$ cat src/common/fetch_config.svh
`ifndef FETCH_CONFIG_SVH
`define FETCH_CONFIG_SVH

// instruction rom geometry
`define IMEM_AW     8                   // word index width
`define IMEM_DEPTH  (1 << `IMEM_AW)     // words in the rom

// pc value after reset and after a load restart
`define RESET_PC    32'h0000_0000

// apb register offsets of the loader
`define REG_CTRL    4'h0                // bit 0 load_mode
`define REG_ADDR    4'h4                // next load word index
`define REG_DATA    4'h8                // write only, stores and increments
`define REG_STATUS  4'hC                // words stored in this load

`endif
$ cat src/common/fetch_pkg.sv
`default_nettype none

`include "fetch_config.svh"

package fetch_pkg;

    // instruction, pc and apb data word
    typedef logic [31:0] word_t;

    // rom word index, byte pc >> 2
    typedef logic [`IMEM_AW-1:0] imem_addr_t;

    // apb register offset
    typedef logic [3:0] apb_addr_t;

    // loader fsm
    typedef enum logic {
        idle,                           // fetch running
        loading                         // rom owned by the loader
    } load_state_e;

endpackage

`default_nettype wire

$ cat src/fetch/pc_unit.sv
`default_nettype none

`include "fetch_config.svh"

module pc_unit
    import fetch_pkg::*;
(
    input  logic  clk,
    input  logic  rst_n,
    input  logic  branch_taken,         // relative branch request
    input  word_t branch_offset,        // word offset, scaled by 4 here
    input  logic  jump_taken,           // absolute jump request
    input  word_t jump_target,          // byte address
    input  logic  pc_restart,           // one cycle pulse after loading ends
    input  logic  hold,                 // pipeline hold, freeze pc
    input  logic  load_busy,            // loader active, freeze pc too
    input  logic  no_op_req,            // freeze fetched word next cycle
    output word_t pc,
    output logic  if_no_op              // registered no_op_req, gates rom
);

    word_t pc_inc;                      // sequential successor
    word_t pc_next;
    logic  pc_freeze;

    assign pc_inc    = pc + 32'd4;
    assign pc_freeze = hold || load_busy;

    // one-hot select, any overlap falls back to pc+4
    always_comb begin
        case ({branch_taken, jump_taken, pc_restart})
            3'b100:  pc_next = pc_inc + (branch_offset << 2);  // offset in words
            3'b010:  pc_next = jump_target;
            3'b001:  pc_next = `RESET_PC;                      // restart after load
            default: pc_next = pc_inc;
        endcase
    end

    always_ff @(posedge clk or negedge rst_n) begin
        if (!rst_n) begin
            pc       <= `RESET_PC;
            if_no_op <= 1'b0;
        end else begin
            if (!pc_freeze) begin
                pc <= pc_next;
            end
            if_no_op <= no_op_req;      // follows request every edge, hold or not
        end
    end

endmodule

`default_nettype wire

$ cat config.mk
export PLATFORM = sky130hd
export DESIGN_NAME = pc_unit
export DESIGN_NICKNAME = d
export VERILOG_FILES = /design/src/common/fetch_pkg.sv /design/src/fetch/pc_unit.sv
export VERILOG_INCLUDE_DIRS = /design/src /design/src/common
export SDC_FILE = /design/constraint.sdc
export NUM_CORES = 1
export LEC_CHECK = 0
export BUFFER_PORTS_ARGS = -buffer_cell sky130_fd_sc_hd__buf_2
export CAP_MARGIN = 20
export CORE_MARGIN = 3
export CORE_UTILIZATION = 35
export CTS_CLUSTER_DIAMETER = 100
export DETAILED_ROUTE_END_ITERATION = 16
export PLACE_DENSITY_LB_ADDON = 0.12
export SYNTH_ARGS = -nofsm -noshare
export SYNTH_HDL_FRONTEND = slang
export SYNTH_SLANG_ARGS = --single-unit
$ cat constraint.sdc
create_clock -name clk -period 10.67 [get_ports clk]
set_input_delay 1.6005 -clock clk [delete_from_list [all_inputs] [get_ports clk]]
set_output_delay 1.6005 -clock clk [all_outputs]
set_load 0.1 [all_outputs]
# Word-level counts from Yosys, hierarchy flattened
# Index checks and enable logic that the tools add are counted.
[classes]
addsub = 2
multipliers = 0
n_div = 0
magnitude_cmp = 0
eq_ne = 3
shifts = 0
n_mux = 1
n_bitwise = 0
n_reduce_logical = 1
[op_table]
columns = ["cell", "count"]
rows = [
  ["one-hot mux 32 bit (3 select lines)", 1],
  ["adder 32 x 3 -> 32 bit, second input constant", 1],
  ["adder 32 bit", 1],
  ["equality test 3 x 1 -> 1 bit, second input constant", 1],
  ["equality test 3 x 2 -> 1 bit, second input constant", 1],
  ["equality test 3 bit, second input constant", 1],
  ["logical OR 1 bit", 1],
]
[word_totals]
register_bits = 33
latch_bits = 0
ramBits = 0
rom_bits = 0
output_inout_bits = 33
elab_cells = 9
n_memories = 0

# Logic depth before layout (Yosys ltp)
# Gate-level depths: netlist of the first run.
[depth]
ltp_word = 3
ltp_mapped = 16

# Worst setup path before layout of the first run
# OpenSTA, ideal clock, no wires.
[synth_path]
path_kind = "register to register"
startpoint = "register pc[2]"
endpoint = "register pc[31]"
setup_time_ns = 0.129
arrival_ns = 4.261
t_required_ns = 10.541
path_slack_ns = 6.280
path_stages_with_launch = 17
period_less_slack_ns = 4.390
cell_sequence = "dfrtp_1 ha_1 and4_1 nand4_1 nor2b_1 and3_1 xor2_1 ha_1 buf_2 a21oi_2 o21a_1 o21ai_1 or3_1 a311o_1 a31oi_2 xnor2_1 o22ai_1"
[synth_between]
elab_chain_cells = 3
[synth_lines]
columns = ["item", "line_no", "rtl"]
rows = [
  ["start: declaration", "pc_unit.sv:18", "output word_t pc,"],
  ["start signal: assignment", "pc_unit.sv:41", "pc <= `RESET_PC;"],
  ["start signal: assignment", "pc_unit.sv:45", "pc <= pc_next;"],
  ["adder 32 x 3 -> 32 bit (*)", "pc_unit.sv:26", "assign pc_inc = pc + 32'd4;"],
  ["adder 32 bit", "pc_unit.sv:32", "3'b100: pc_next = pc_inc + (branch_offset << 2);"],
  ["one-hot mux 32 bit (3 select lines) (*)", "pc_unit.sv:31", "case ({branch_taken, jump_taken, pc_restart})"],
]
# Mark *: on every way between the ends. The rest lies on a longest branch, timed or not.
# A chain may end at the register's enable or synchronous reset.

# Worst setup path after layout of the first run
# Ends and elaborated chain as after synthesis.

==> results of run 1 <==
worst max-delay path, stage by stage (launching register included):
cell     delay (ns)
dfrtp_1        0.45
ha_1           0.29
and4_1         0.34
nand4_1        0.31
nor2b_1        0.44
and3_1         0.28
xor2_1         0.17
ha_1           0.35
a21oi_2        0.23
o21a_1         0.20
o21ai_1        0.13
or3_1          0.37
a311o_1        0.33
a31oi_2        0.21
xnor2_1        0.15
o22ai_1        0.10
synth_stat cells (4+ instances only):
library cell   n
o21ai_0       42
nand3_1       15
a22oi_1        5
xnor2_1       30
nand4_1       11
and4_1         4
a21oi_1       54
dfrtp_1       33
a21o_1        10
nor3_1        14
and2_1         4
o21bai_1       5
nand2_1       69
nor2_1        41
inv_1         10
o221ai_1       4
ha_1          34
a211oi_1       4
xor2_1        21
and3_1         9
nor4_1         4
o22ai_1        6
nand2b_1       7
nor2b_1       10
o21a_1         8
a31oi_1       10
clkbuf_1      26
a222oi_1       4
a221oi_1      11
power by group through the flow:
stage                     registers [uW]  clock network (uW)  logic (uW)
after global routing                 241                 158         919
after floorplan                      477                   0         424
after global placement               232                   0         835
after detailed placement             234                   0         839
final                                234                 149         851
after CTS                            232                 150         844
state kept, by name, summed over array words and instances (netlist names):
register  flops
pc           32
if_no_op      1
kinds of logic after synthesis:
kind of cell	count (synthesis)	synth area share, %
AOI/OAI and AO/OA	192	30.4
xor gates and xnor gates	51	10.9
adders and majority gates	36	11.1
buffers and inverters	41	3.90
DFF	33	20.1
muxes	2	0.519
and+or+nand+nor	198	23.1
metrics by stage:
step / hold slack [ns] / instances / setup WS [ns]
floorplan: 0.973 / 553 / 6.28
global placement: 0.489 / 768 / 6.23
detailed placement: 0.489 / 768 / 6.18
CTS: 0.509 / 776 / 6.15
global route: 0.557 / 777 / 5.82
finish: 0.504 / 777 / 6.17
worst max-delay path by stage:
stage / to / slack, ns / startpoint / depth (start not counted)
3_5_place_dp: pc[31] / 6.18 / pc[2] / 15
2_1_floorplan: pc[31] / 6.28 / pc[2] / 16
6_report: pc[31] / 6.17 / pc[2] / 15
3_3_place_gp: pc[31] / 6.23 / pc[2] / 15
5_1_grt: pc[31] / 5.82 / pc[2] / 15
4_1_cts: pc[31] / 6.15 / pc[2] / 15
area by class of cell:
| class | count | area, sq um |
|---|---|---|
| clock inverters | 2 | 10.0 |
| multi-input cells | 479 | 3120 |
| repair buffers | 107 | 568 |
| inverters | 10 | 37.5 |
| well taps | 140 | 175 |
| clock buffers | 6 | 129 |
| fillers | 1187 | 6260 |
| flip-flops and latches | 33 | 826 |
layer usage:
metal	vias to the layer above	share of wire [%]	global-route usage [%]
met5	-	0	0
met4	0	0.84	3.96
met3	10	5.4	2.54
met2	158	47	37.3
met1	2128	46	32.1
li1	2225	-	-
==> impl_metrics.ini, run 1 <==
[timing]
slew_headroom_pct = 40.1
setup_violations = 0
finalCriticalPeriod_ns = 4.50
slew_violations = 0
fin_crit_sh_pct = 42.2
fmax_ghz = 0.222
finalHoldViolCount = 0
finalClockSkew_ns = 0.0133
tightest_slew_ns = 0.898
rsz0062_at_grt = no
setup_tns_ns = 0

[critical_path]
crit_path_start_kind = flip-flop
arrival_ns = 4.64
timing.rr.start = pc[2]
critPathMaxFanout = 9
crit_path_end_kind = flip-flop
r2r_end = pc[31]
r2r_cells = 15
critPathRequiredTime_ns = 10.81
regToRegSetupSlack_ns = 6.17
criticalPathCategory = reg -> reg

[floorplanning]
die_w_um = 114
initial_core_util_pct = 36.9
die_h_um = 114
num_rows = 38
design.die.area_sq_um = 13100
core_region_area_sq_um = 11100
io_pins = 105

[clock_network]
root_buffer = clkbuf_16
clk_latency_ns = 0.29
post-cts-setup-buffers = 0
htreeDepth = 2
hold_buffers = 0
cts_tree = done
clock_path_buffers = 2
ctsResizeCount = 0
path_clk_slew_ns = 0.06
clock_sinks = 33
cts_buffers = 5

[final_layout]
layout-drive-gt1-share_pct = 19.6
post-route-util_pct = 43.7
final_cell_mix = buf_2 (102), nand2_1 (69), a21oi_1 (54)
final_nets = 743
area_growth_pct = 18.6
diodes = 0
finalInstanceArea_sq_um = 4870
layout_commonest_cell = buf_2

[detailed_routing]
drtPass1Iterations = 5
drc_errors = 0
ant_nets = 0
drt-total-wl_mm = 14.6
via_count = 4521
wire_per_inst_um = 18.8
vias_per_cell = 5.82
drt_iter0_markers = 240

[power]
p_leak_uw = 0.00212
p_comb_share_pct = 69.0
powerDensity_nw_per_um2 = 253
clkPwrFrac_pct = 12.1
internal_power_uw = 497
total_power_uw = 1230
seq_power_share_pct = 19.0
switching_share_pct = 59.7
vdd_drop_max_mv = 0.131
p_sw_uw = 736

[logic_synthesis]
synth-seq-cells = 33
synth-warning-count = 0
synth-edff-count = 0
syn_inst = 553
syn_nets = 660
avgSynthCellArea_sq_um = 7.42
synth_cell_type_count = 60
synth_ff_type = dfrtp_1
synth_top_cell_area_share_pct = 20.1
synth.area.top_cells = dfrtp_1 (20%), ha_1 (10%), a21oi_1 (6.6%)
synthArstFlopShare_pct = 100
yosys.area.top_type = dfrtp_1
synth_area_sq_um = 4100
ys_seq_area_share_pct = 20.1

[outcome]
status = complete, no violations

[global_routing]
antenna_found_initial = 0
overflow = 0
grt_max_degree = 43
grt_first_pass_wirelength_mm = 23.5
groute.usage.overall_pct = 22.6
first_global_vias = 4407

[place]
dpl_cell_area_sq_um = 4700
hpwl_mm = 10.9
gp_congestion = 0.975
port_buffers = 102

[run]
drv_cap = 0

[min_path]
holdPathStages = 2
holdCritStartpoint = pc[0]
holdPathEnd = pc[0]
hp-class = reg -> reg
Note: power is estimated with default switching activity, not from simulation.
==> inputs of run 2 (changes only) <==
- ABC_AREA: unset -> 1
- clock period: 10.67 -> 4.05 ns (I/O delays scaled with it)
==> run 2 against run 1 <==
  * Via count up 21%
  * Highest routed layer unchanged
  * Clock power increased to 3.0 times the previous value
  * Sequential power rose by 120%
==> impl_metrics.ini, run 2 <==
[detailed_routing]
via_count = 5478
drt_iter0_markers = 343
vias_per_cell = 4.88
drc_errors = 0
drt-total-wl_mm = 17.1
ant_nets = 0
drtPass1Iterations = 5
wire_per_inst_um = 15.3

[final_layout]
area_growth_pct = 18.1
layout_commonest_cell = nand2_1
final_nets = 1052
largest_reg_flops = 32
regMostFlops = pc
final_cell_mix = nand2_1 (273), inv_1 (127), buf_2 (102)
layout-drive-gt1-share_pct = 16.3
num-fill-cells = 1573
multiInputGateArea_sq_um = 3470
finalInstanceArea_sq_um = 5720
diodes = 0
top_regs = pc: 32 flops, if_no_op: 1 flops
seqCellArea_sq_um = 826

[global_routing]
antenna_found_initial = 0
overflow = 0
groute.usage.overall_pct = 22.9
grt_max_degree = 34
first_global_vias = 5071
grt_first_pass_wirelength_mm = 26.6

[floorplanning]
io_pins = 105
num_rows = 42
initial_core_util_pct = 36.1
die_w_um = 124
core_region_area_sq_um = 13400
design.die.area_sq_um = 15300
die_h_um = 124

[place]
pre_cts_slack_ns = 0.778
dpl_cell_area_sq_um = 5550
gp_congestion = 0.926
port_buffers = 102
hpwl_mm = 14.6

[power]
switching_share_pct = 59.0
p_leak_uw = 0.00318
p_comb_share_pct = 68.5
powerDensity_nw_per_um2 = 535
clkPwrFrac_pct = 14.7
internal_power_uw = 1260
p_sw_uw = 1800
seq_power_share_pct = 16.8
vdd_drop_max_mv = 0.164

[timing]
final.setup.worst_slack_ns = 0.686
finalCriticalPeriod_ns = 3.36
rsz0062_at_grt = no
fmax_ghz = 0.297
setup_violations = 0
fin_crit_sh_pct = 83.0
tightest_slew_ns = 1.02
hold_ws_ns = 0.400
slew_headroom_pct = 32.2
finalClockSkew_ns = 0.00256
setup_tns_ns = 0
finalHoldViolCount = 0
slew_violations = 0

[logic_synthesis]
synth-seq-cells = 33
ys_seq_area_share_pct = 17.1
synth.area.top_cells = nand2_1 (21%), dfrtp_1 (17%), inv_1 (9.9%)
synth_ff_type = dfrtp_1
synth_top_cell_area_share_pct = 21.2
synth_area_sq_um = 4840
avgSynthCellArea_sq_um = 5.72
synth.cells.most_frequent = nand2_1 (273), inv_1 (127), nor2_1 (90)
synthArstFlopShare_pct = 100
synth_most_common_cell = nand2_1
syn_nets = 953
synth_cell_type_count = 42
syn_inst = 846
synth-warning-count = 0
yosys.area.top_type = nand2_1
synth-edff-count = 0

[critical_path]
critPathRequiredTime_ns = 4.20
crit_path_frequent_cell = nor2_1
slowest_stage = dfrtp_1
regToRegSetupSlack_ns = 0.69
crit_path_end_kind = flip-flop
critPathMaxFanout = 5
critPathMaxStageDelay_ns = 0.40
crit_path_start_kind = flip-flop
path_cells = ha_1, nand2_1, nor2_2, nand2_2, nor2_2, xor2_1, ha_1, nand2_1, nor2_1, nor2_1, nor2_1, nor2_1, nand2_1, o21ai_0, a21oi_1
criticalPathCategory = reg -> reg
arrival_ns = 3.51

[clock_network]
clock_sinks = 33
ctsResizeCount = 0
clock_path_buffers = 2
cts_buffers = 5
hold_buffers = 0
clk_latency_ns = 0.28
post-cts-setup-buffers = 0
path_clk_slew_ns = 0.05
cts_tree = done
htreeDepth = 2
root_buffer = clkbuf_16

[outcome]
status = complete, no violations

[run]
drv_cap = 0

[min_path]
hp-class = in -> async
run 2: changes by cell type after synthesis, sizes merged, moves of 8 or more:
cell / before / now
nand2: 69 / 282
inv: 10 / 131
nor2: 41 / 103
nand3: 15 / 66
xnor2: 30 / 3
o21ai: 44 / 22
clkbuf: 28 / 11
a221oi: 11 / 1
nor2b: 10 / 0
and3: 9 / 0
a21oi: 56 / 64
o21a: 8 / 0
xor2: 21 / 13
run 2: cells by family after synthesis:
kind of cell,share of synthesized area [%]
AOI/OAI and AO/OA,14.2
xor gates and xnor gates,2.90
adders and majority gates,9.20
buffers and inverters,11.3
DFF,17.1
and+or+nand+nor,45.4
run 2: final timing paths:
path	startpoint	to	cells past startpoint
max	pc[3]	pc[17]	15
min	rst_n	pc[1]	1
max reg2reg	pc[3]	pc[17]	15
min reg2reg	pc[1]	pc[1]	2
max in group asynchronous	rst_n	pc[26]	1
min in group clk	no_op_req	if_no_op	1
run 2: metal layers:
| layer | share of wire [%] | vias up | global-route usage [%] |
|---|---|---|---|
| met5 | 0 | - | 0 |
| met4 | 0.86 | 0 | 3.53 |
| met3 | 3.8 | 9 | 1.41 |
| met2 | 44 | 129 | 36.6 |
| met1 | 51 | 2420 | 34.5 |
| li1 | - | 2920 | - |
run 2: power groups by stage:
stage               clock (uW)  sequential, uW  combinational (uW)
finish                     449             514                2100
CTS                        457             510                2090
detailed placement           0             516                2080
global placement             0             516                2080
floorplan                    0            1030                1090
global route               469             527                2320
run 2: through the flow:
step	power (uW)	instances	util, %
after floorplan	2120	846	-
after global placement	2600	1114	41.4
after detailed placement	2600	1114	41.4
after CTS	3060	1122	42.7
after global routing	3310	1122	42.7
final	3060	1122	42.7
run 2: cell type report:
cell class | instances | share of cell area, %
clock buffer | 7 | 2.49
clock inverter | 1 | 0.525
inverter | 131 | 8.60
multi-input combinational | 668 | 60.6
sequential | 33 | 14.4
tap | 176 | 3.85
timing repair buffer | 106 | 9.45
run 2: critical path, delay by kind of cell, from the launching register on:
family                   cells  cell delay [ns]
AO/OA/AOI/OAI                2             0.46
XOR/XNOR                     1             0.37
adder cells (fa/ha/maj)      2             0.64
flip-flops                   1             0.40
AND/OR/NAND/NOR             10             1.35
